--- src/hw/pool_mif_pkg.sv ---
package pool_mif_pkg;

    // ====================
    // Sizes
    // ====================

    // Pooling cores, one fetch channel per core
    localparam int POOL_CORE = 4;

    // Activation lanes in one OFM word
    localparam int POOL_COMP_CORE = 8;

    // Bits per activation
    localparam int ACT_WIDTH = 8;

    // GLB word address width
    localparam int IDX_WIDTH = 10;

    // Enough bits to name any core
    localparam int CORE_IDX_WIDTH = 2;

    // Full OFM word
    localparam int OFM_WIDTH = POOL_COMP_CORE * ACT_WIDTH;

    // ====================
    // Vector types
    // ====================

    // Index of a pooling core
    typedef logic [CORE_IDX_WIDTH-1:0] core_idx_t;

    // GLB word address
    typedef logic [IDX_WIDTH-1:0] glb_addr_t;

    // Lane j sits at bits [j*ACT_WIDTH +: ACT_WIDTH]
    typedef logic [OFM_WIDTH-1:0] ofm_t;

    // One bit per core or per channel
    typedef logic [POOL_CORE-1:0] core_vec_t;

    // ====================
    // Bundles
    // ====================

    // Dispatcher to channel, requesting core plus address
    typedef struct packed {
        core_idx_t core;
        glb_addr_t addr;
    } addr_req_t;

    // Channel to crossbar, destination core plus data
    typedef struct packed {
        core_idx_t core;
        ofm_t      ofm;
    } tagged_ofm_t;

    // Fetch channel FSM
    typedef enum logic [1:0] {
        CH_IDLE = 2'd0,
        CH_ADDR = 2'd1,
        CH_DATA = 2'd2,
        CH_RET  = 2'd3
    } chan_state_e;

endpackage

--- src/hw/mif_channel.sv ---
`timescale 1ns/1ps

// Fetch channel, address phase then data phase then tagged return
module mif_channel (
    input  logic                        clk,
    input  logic                        reset_i,
    input  logic                        clear_i,
    // From dispatcher
    input  logic                        assign_vld_i,
    input  pool_mif_pkg::addr_req_t     assign_req_i,
    output logic                        idle_o,
    // GLB address port
    output logic                        glb_addr_vld_o,
    output pool_mif_pkg::glb_addr_t     glb_addr_o,
    input  logic                        glb_addr_rdy_i,
    // GLB data port
    input  pool_mif_pkg::ofm_t          glb_ofm_i,
    input  logic                        glb_ofm_vld_i,
    output logic                        glb_ofm_rdy_o,
    // To return crossbar
    output pool_mif_pkg::tagged_ofm_t   ret_o,
    output logic                        ret_vld_o,
    input  logic                        ret_rdy_i
);

    pool_mif_pkg::chan_state_e state_q;

    // Request held for the whole round trip
    pool_mif_pkg::addr_req_t   req_q;

    // Returned word with destination tag
    pool_mif_pkg::tagged_ofm_t ret_q;

    // ====================
    // State machine
    // ====================

    always_ff @(posedge clk) begin
        if (reset_i || clear_i) begin
            state_q <= pool_mif_pkg::CH_IDLE;
        end else begin
            case (state_q)
                pool_mif_pkg::CH_IDLE: begin
                    // Wait for dispatcher strobe
                    if (assign_vld_i) begin
                        state_q <= pool_mif_pkg::CH_ADDR;
                    end
                end
                pool_mif_pkg::CH_ADDR: begin
                    // Address accepted by GLB
                    if (glb_addr_rdy_i) begin
                        state_q <= pool_mif_pkg::CH_DATA;
                    end
                end
                pool_mif_pkg::CH_DATA: begin
                    if (glb_ofm_vld_i) begin
                        state_q <= pool_mif_pkg::CH_RET;
                    end
                end
                pool_mif_pkg::CH_RET: begin
                    // Free again once crossbar takes the word
                    if (ret_rdy_i) begin
                        state_q <= pool_mif_pkg::CH_IDLE;
                    end
                end
                default: state_q <= pool_mif_pkg::CH_IDLE;
            endcase
        end
    end

    // Payload capture
    always_ff @(posedge clk) begin
        if (state_q == pool_mif_pkg::CH_IDLE && assign_vld_i) begin
            req_q <= assign_req_i;
        end
        // Tag from the stored request, data from GLB
        if (state_q == pool_mif_pkg::CH_DATA && glb_ofm_vld_i) begin
            ret_q <= '{core: req_q.core, ofm: glb_ofm_i};
        end
    end

    // ====================
    // Outputs
    // ====================

    assign idle_o         = (state_q == pool_mif_pkg::CH_IDLE);
    assign glb_addr_vld_o = (state_q == pool_mif_pkg::CH_ADDR);
    assign glb_addr_o     = req_q.addr;
    assign glb_ofm_rdy_o  = (state_q == pool_mif_pkg::CH_DATA);
    assign ret_vld_o      = (state_q == pool_mif_pkg::CH_RET);
    assign ret_o          = ret_q;

    // Word held steady while the core stalls
    a_ret_stable: assert property (
        @(posedge clk) disable iff (reset_i || clear_i)
        (ret_vld_o && !ret_rdy_i) |=> (ret_vld_o && $stable(ret_o))
    ) else $error("return payload changed under back-pressure");

    // Dispatcher only strobes idle channels
    a_assign_idle: assert property (
        @(posedge clk) disable iff (reset_i)
        assign_vld_i |-> idle_o
    ) else $error("request assigned to a busy channel");

endmodule

--- src/hw/mif_dispatch.sv ---
`timescale 1ns/1ps

// One core request per cycle goes to one idle channel
module mif_dispatch (
    input  logic                      clk,
    input  logic                      reset_i,
    // Pooling side requests
    input  pool_mif_pkg::core_vec_t   pol_addr_vld_i,
    input  pool_mif_pkg::glb_addr_t   pol_addr_i [0:pool_mif_pkg::POOL_CORE-1],
    output pool_mif_pkg::core_vec_t   pol_rdy_o,
    // Channel side
    input  pool_mif_pkg::core_vec_t   chan_idle_i,
    output pool_mif_pkg::core_vec_t   assign_vld_o,
    output pool_mif_pkg::addr_req_t   assign_req_o
);

    // ====================
    // Core arbitration
    // ====================

    pool_mif_pkg::core_vec_t core_gnt;
    pool_mif_pkg::core_idx_t core_idx;
    logic                    core_any;

    // Lowest numbered requesting core wins
    prior_arb u_core_arb (
        .req_i (pol_addr_vld_i),
        .gnt_o (core_gnt),
        .idx_o (core_idx),
        .any_o (core_any)
    );

    // ====================
    // Channel selection
    // ====================

    pool_mif_pkg::core_vec_t chan_gnt;
    logic                    chan_any;

    // Lowest numbered idle channel takes the request
    // Channel index itself not needed, strobe is one-hot
    prior_arb u_chan_arb (
        .req_i (chan_idle_i),
        .gnt_o (chan_gnt),
        .idx_o (),
        .any_o (chan_any)
    );

    // ====================
    // Handshake
    // ====================

    // Accept only when a core and a channel both win
    assign assign_vld_o = chan_any ? (core_any ? chan_gnt : '0) : '0;
    // Same pairing from both sides
    assign pol_rdy_o    = chan_any ? core_gnt & {pool_mif_pkg::POOL_CORE{core_any}} : '0;

    // Shared payload, only sampled by the strobed channel
    assign assign_req_o = '{core: core_idx, addr: pol_addr_i[core_idx]};

    // At most one channel strobed per cycle
    a_assign_onehot: assert property (
        @(posedge clk) disable iff (reset_i)
        $onehot0(assign_vld_o)
    ) else $error("dispatch strobed more than one channel");

endmodule

--- src/hw/mif_return_xbar.sv ---
`timescale 1ns/1ps

// Routes tagged words back to their cores, fixed priority per core
module mif_return_xbar (
    // From channels
    input  pool_mif_pkg::tagged_ofm_t ret_i [0:pool_mif_pkg::POOL_CORE-1],
    input  pool_mif_pkg::core_vec_t   ret_vld_i,
    output pool_mif_pkg::core_vec_t   ret_rdy_o,
    // To pooling cores
    output pool_mif_pkg::ofm_t        pol_ofm_o [0:pool_mif_pkg::POOL_CORE-1],
    output pool_mif_pkg::core_vec_t   pol_ofm_vld_o,
    input  pool_mif_pkg::core_vec_t   pol_ofm_rdy_i
);

    // Valid channels tagged for each core
    pool_mif_pkg::core_vec_t match   [0:pool_mif_pkg::POOL_CORE-1];

    // Winning channel per core, one-hot and encoded
    pool_mif_pkg::core_vec_t gnt     [0:pool_mif_pkg::POOL_CORE-1];
    pool_mif_pkg::core_idx_t win_idx [0:pool_mif_pkg::POOL_CORE-1];

    // Per channel, which cores send ready to it
    pool_mif_pkg::core_vec_t rdy_src [0:pool_mif_pkg::POOL_CORE-1];

    // ====================
    // Match vectors
    // ====================

    always_comb begin
        for (int c = 0; c < pool_mif_pkg::POOL_CORE; c++) begin
            for (int k = 0; k < pool_mif_pkg::POOL_CORE; k++) begin
                match[c][k] = ret_vld_i[k] && (ret_i[k].core == pool_mif_pkg::core_idx_t'(c));
            end
        end
    end

    // ====================
    // Per-core select
    // ====================

    for (genvar c = 0; c < pool_mif_pkg::POOL_CORE; c++) begin : g_core
        // Lowest channel index wins the core
        prior_arb u_ret_arb (
            .req_i (match[c]),
            .gnt_o (gnt[c]),
            .idx_o (win_idx[c]),
            .any_o (pol_ofm_vld_o[c])
        );

        // Data from winner only, valid gates its use
        assign pol_ofm_o[c] = ret_i[win_idx[c]].ofm;
    end

    // ====================
    // Ready steering
    // ====================

    // Transpose grants, qualify with core ready
    // A channel carries one tag, so one core at most can release it
    always_comb begin
        for (int k = 0; k < pool_mif_pkg::POOL_CORE; k++) begin
            for (int c = 0; c < pool_mif_pkg::POOL_CORE; c++) begin
                rdy_src[k][c] = gnt[c][k] && pol_ofm_rdy_i[c];
            end
            ret_rdy_o[k] = |rdy_src[k];
        end
    end

endmodule

--- src/hw/pool_mif.sv ---
`timescale 1ns/1ps

// Memory interface between pooling cores and the GLB read ports
module pool_mif (
    input  logic                    clk,
    input  logic                    reset_i,
    input  logic                    clear_i,
    // Pooling request side
    input  pool_mif_pkg::core_vec_t pol_addr_vld_i,
    input  pool_mif_pkg::glb_addr_t pol_addr_i     [0:pool_mif_pkg::POOL_CORE-1],
    output pool_mif_pkg::core_vec_t pol_rdy_o,
    // Pooling return side
    output pool_mif_pkg::ofm_t      pol_ofm_o      [0:pool_mif_pkg::POOL_CORE-1],
    output pool_mif_pkg::core_vec_t pol_ofm_vld_o,
    input  pool_mif_pkg::core_vec_t pol_ofm_rdy_i,
    // GLB address ports
    output pool_mif_pkg::glb_addr_t glb_addr_o     [0:pool_mif_pkg::POOL_CORE-1],
    output pool_mif_pkg::core_vec_t glb_addr_vld_o,
    input  pool_mif_pkg::core_vec_t glb_addr_rdy_i,
    // GLB data ports
    input  pool_mif_pkg::ofm_t      glb_ofm_i      [0:pool_mif_pkg::POOL_CORE-1],
    input  pool_mif_pkg::core_vec_t glb_ofm_vld_i,
    output pool_mif_pkg::core_vec_t glb_ofm_rdy_o
);

    // Dispatcher to channels
    pool_mif_pkg::core_vec_t     chan_idle;
    pool_mif_pkg::core_vec_t     assign_vld;
    pool_mif_pkg::addr_req_t     assign_req;

    // Channels to crossbar
    pool_mif_pkg::tagged_ofm_t   ret     [0:pool_mif_pkg::POOL_CORE-1];
    pool_mif_pkg::core_vec_t     ret_vld;
    pool_mif_pkg::core_vec_t     ret_rdy;

    // ====================
    // Request path
    // ====================

    mif_dispatch u_dispatch (
        .clk            (clk),
        .reset_i        (reset_i),
        .pol_addr_vld_i (pol_addr_vld_i),
        .pol_addr_i     (pol_addr_i),
        .pol_rdy_o      (pol_rdy_o),
        .chan_idle_i    (chan_idle),
        .assign_vld_o   (assign_vld),
        .assign_req_o   (assign_req)
    );

    // One channel per GLB read port
    for (genvar k = 0; k < pool_mif_pkg::POOL_CORE; k++) begin : g_chan
        mif_channel u_chan (
            .clk            (clk),
            .reset_i        (reset_i),
            .clear_i        (clear_i),
            .assign_vld_i   (assign_vld[k]),
            .assign_req_i   (assign_req),
            .idle_o         (chan_idle[k]),
            .glb_addr_vld_o (glb_addr_vld_o[k]),
            .glb_addr_o     (glb_addr_o[k]),
            .glb_addr_rdy_i (glb_addr_rdy_i[k]),
            .glb_ofm_i      (glb_ofm_i[k]),
            .glb_ofm_vld_i  (glb_ofm_vld_i[k]),
            .glb_ofm_rdy_o  (glb_ofm_rdy_o[k]),
            .ret_o          (ret[k]),
            .ret_vld_o      (ret_vld[k]),
            .ret_rdy_i      (ret_rdy[k])
        );
    end

    // ====================
    // Return path
    // ====================

    mif_return_xbar u_xbar (
        .ret_i         (ret),
        .ret_vld_i     (ret_vld),
        .ret_rdy_o     (ret_rdy),
        .pol_ofm_o     (pol_ofm_o),
        .pol_ofm_vld_o (pol_ofm_vld_o),
        .pol_ofm_rdy_i (pol_ofm_rdy_i)
    );

endmodule

--- src/hw/prior_arb.sv ---
`timescale 1ns/1ps

// Fixed priority, bit 0 wins
module prior_arb (
    input  pool_mif_pkg::core_vec_t req_i,
    output pool_mif_pkg::core_vec_t gnt_o,
    output pool_mif_pkg::core_idx_t idx_o,
    output logic                    any_o
);

    // Isolate lowest set bit
    // Two's complement clears everything above it
    assign gnt_o = req_i & pool_mif_pkg::core_vec_t'(~req_i + 1'b1);

    // Some requester present
    assign any_o = |req_i;

    // Encoded winner
    // Scan downwards so the lowest set bit is written last
    always_comb begin
        idx_o = '0;
        for (int i = pool_mif_pkg::POOL_CORE - 1; i >= 0; i--) begin
            if (req_i[i]) begin
                idx_o = pool_mif_pkg::core_idx_t'(i);
            end
        end
    end

endmodule

--- config.mk ---
export PLATFORM = sky130hd
export DESIGN_NAME = pool_mif
export DESIGN_NICKNAME = d
export VERILOG_FILES = /design/src/hw/pool_mif_pkg.sv /design/src/hw/mif_channel.sv /design/src/hw/mif_dispatch.sv /design/src/hw/mif_return_xbar.sv /design/src/hw/pool_mif.sv /design/src/hw/prior_arb.sv
export SDC_FILE = /design/constraint.sdc
export NUM_CORES = 1
export LEC_CHECK = 0
export BUFFER_PORTS_ARGS = -buffer_cell sky130_fd_sc_hd__buf_4
export CELL_PAD_IN_SITES_DETAIL_PLACEMENT = 2
export CELL_PAD_IN_SITES_GLOBAL_PLACEMENT = 2
export CORE_MARGIN = 2
export CORE_UTILIZATION = 32
export CTS_CLUSTER_SIZE = 20
export DETAILED_ROUTE_END_ITERATION = 8
export GPL_ROUTABILITY_DRIVEN = 0
export HOLD_SLACK_MARGIN = 0.08
export PLACE_DENSITY_LB_ADDON = 0.1
export SLEW_MARGIN = 20
export SYNTH_ARGS = -nofsm -noshare
export SYNTH_HDL_FRONTEND = slang
export SYNTH_SLANG_ARGS = --single-unit
--- constraint.sdc ---
create_clock -name clk -period 2.9 [get_ports clk]
set_input_delay 0.58 -clock clk [delete_from_list [all_inputs] [get_ports clk]]
set_output_delay 0.58 -clock clk [all_outputs]
set_load 0.05 [all_outputs]
==> reports/qor.yml <==
outcome: "finished with violations"
violations: "negative setup slack"
drcViolationCount: 0
synth_fa_ha_area_frac: 0.0102
yosys_warnings: 0
worstSetupEndpointType: "output pin"
setup_viol: 262
synth_edf_count: 312
grt_antenna_before_repair: 20
regArea_um2: 9540
critPathMaxStageDelay_ps: 560
fmax_mhz: 273
min_period_ps: 3670
clkSinkCount: 320
finClkSkew_ps: 23.7
syn-num-nets: 2207
synth_mux_area_frac: 0.106
drtPass1Iterations: 6
tritoncts: "done"
grt_pass1_wl_um: 161000
nets: 2972
drive_above_1_share: 0.575
grt_max_degree: 67
finalSetupTns_ps: -156350
setup_ws_ps: -769
cts.path.max_buffers: 3
syn-cell-area_um2: 19600
instances_no_fill: 3471
drv_cap: 0
hold_path.class: "input port to register"
crit_top_cell: "buf_12"
die-area_um2: 63300
hold_viol: 0
hpwl_um: 71000
synth-xor-area-share: 0
cp.arrival_ps: 3090
period_share: 1.27
syn_to_final_growth_pct: 74.5
vias: 20783
required_ps: 2320
io_pins: 627
synth_simple_gate_area_frac: 0.167
fillers: 5562
vdd_drop_max_uv: 488
numPortBuffers: 626
path_clk_slew_ps: 70
rows: 90
cts_hold_buf: 0
htreeDepth: 2
crit_slowest_cell: "edfxtp_1"
multiInputGateArea_um2: 12300
ys_seq_elements: 320
cts_made_buffers: 42
whs_ps: 155
synth_top_family_by_area: "simple AND/OR/NAND/NOR gates"
die-height_um: 252
yosysSeqAreaShare: 0.486
ys_types: 58
grt_pass1_vias: 22348
crit_chain: "and3b_2 -> nor3_4 -> o21ai_4 -> buf_12 -> buf_6 -> buf_12 -> buf_12 -> mux2i_1 -> mux2i_1 -> buf_4"
core_um2: 60500
detail-route-antenna-nets: 0
crit_type: "register to output pin"
drt_iter0_markers: 1411
wl_per_cell_um: 36.8
synth-compound-area-share: 0.167
root_buffer: "clkbuf_16"
rsz0062_at_grt: "yes"
totalWireLength_um: 128000
syn-instance-count: 1876
ys.flop_type: "edfxtp_1"
final_cell_mix: "buf_4 (543), nand2_1 (354), edfxtp_1 (312), buf_6 (214), mux2i_1 (179)"
max_slew_margin: 0.511
track_usage: 0.346
synthArstFlopShare: 0
dp_cells: 3214
start_util: 0.324
pre_cts_slack_ps: -91.0
p_leak_uw: 0.0134
via_per_inst: 5.99
powerDensity_nw_per_um2: 337
grt_overflow_total: 0
crit_fanout: 10
final_common_cell: "buf_4"
clock_latency_ps: 600
maxSlewViolCount: 0
tightest_slew_ps: 733
startpoint_type: "register"
die_x_um: 252
avgSynthCellArea_um2: 10.5
power breakdown:
part           internal, uW  switching, uW
Combinational           519            695
Clock                  2760           2360
Sequential             5160           46.4
Total                  8440           3100
sequential cells by signal, summed over array words and instances, names as in the netlist:
register and flops:
g_chan.u_chan.state_q 8, g_chan.u_chan.glb_addr_o 40, g_chan.u_chan.ret_o 264, g_chan.u_chan.req_q 8
metrics by stage:
step	utilization	area [um^2]	power [uW]
floorplan	-	20800	5820
global placement	0.448	27100	6370
detailed placement	0.448	27100	6410
CTS	0.537	32500	11400
global route	0.566	34200	11700
finish	0.566	34200	11500
critical path, delay by kind of cell (launching register included):
family	cells	cell delay, ps
flops	1	560
mux	2	440
simple gates	2	530
buf+inv	5	820
compound gates	1	120
area by class of cell:
type / instances / area share
clock inverters: 24 / 0.00475
inverters: 18 / 0.00197
repair buffers: 925 / 0.293
clock buffers: 52 / 0.0318
diodes: 16 / 0.00117
multi-input cells: 1334 / 0.360
flip-flops and latches: 320 / 0.279
well taps: 782 / 0.0286
worst paths after layout:
path                                     from                          end  slack [ps]  depth (start not counted)
setup / recovery   g_chan[2].u_chan.ret_o[64]               pol_ofm_o[137]        -770                         10
hold / removal                  glb_ofm_i[73]    g_chan[2].u_chan.ret_o[9]         150                          1
setup reg to reg  g_chan[0].u_chan.state_q[1]  g_chan[3].u_chan.state_q[0]         260                          7
hold reg to reg    g_chan[1].u_chan.req_q[10]   g_chan[1].u_chan.ret_o[64]         410                          0
repair_timing:
action,CTS,global route
endpoints found under the setup margin,256,259
setup buffers,87,34
gates resized for setup,573,248
gates cloned,33,20
pin swaps,97,46
hold endpoints to repair,0,0
synthesized netlist by cell type (2+ instances only):
| cell | number | share of area |
|---|---|---|
| nand2_1 | 398 | 0.076 |
| edfxtp_1 | 312 | 0.48 |
| mux2i_1 | 206 | 0.11 |
| and2_1 | 196 | 0.063 |
| a31oi_1 | 193 | 0.062 |
| a211oi_1 | 147 | 0.056 |
| buf_4 | 73 | 0.028 |
| buf_2 | 67 | 0.017 |
| a211oi_2 | 56 | 0.036 |
| clkbuf_1 | 51 | 0.0098 |
| inv_1 | 18 | 0.0034 |
| ha_1 | 16 | 0.010 |
| a21oi_1 | 15 | 0.0038 |
| nor2b_1 | 15 | 0.0048 |
| nor2_1 | 11 | 0.0021 |
| buf_6 | 9 | 0.0052 |
| dfxtp_1 | 8 | 0.0082 |
| buf_1 | 6 | 0.0011 |
| and3b_1 | 5 | 0.0022 |
| nand3_1 | 5 | 0.0013 |
| nor3_1 | 5 | 0.0013 |
| and2_0 | 4 | 0.0013 |
| nand2b_1 | 4 | 0.0013 |
| nand3b_1 | 4 | 0.0015 |
| nor4b_1 | 4 | 0.0018 |
| o21ai_1 | 4 | 0.0010 |
| and3_1 | 3 | 0.00096 |
| nor4_1 | 3 | 0.00096 |
| a311oi_1 | 2 | 0.00089 |
| nand4_1 | 2 | 0.00064 |
| nor2b_4 | 2 | 0.0014 |
| nor3b_1 | 2 | 0.00077 |
| nor3b_2 | 2 | 0.0013 |
| o211ai_1 | 2 | 0.00077 |
| o21ai_0 | 2 | 0.00051 |
| o221ai_1 | 2 | 0.00089 |
cell families (layout without fill, tap and decap cells):
family	Yosys count	after routing
AO/OA/AOI/OAI	434	434
other	0	16
multiplexers	207	207
AND/OR/NAND/NOR	675	677
buffers and inverters	224	1019
adder cells (fa/ha/maj)	16	16
flip-flops	320	320
layer usage:
metal,vias up,wire (um),GRT usage
li1,8489,-,-
met1,10803,46300,0.387
met2,1105,65200,0.635
met3,380,8420,0.0658
met4,6,7830,0.158
met5,-,41,0
Power figures use the tool's default switching activity.
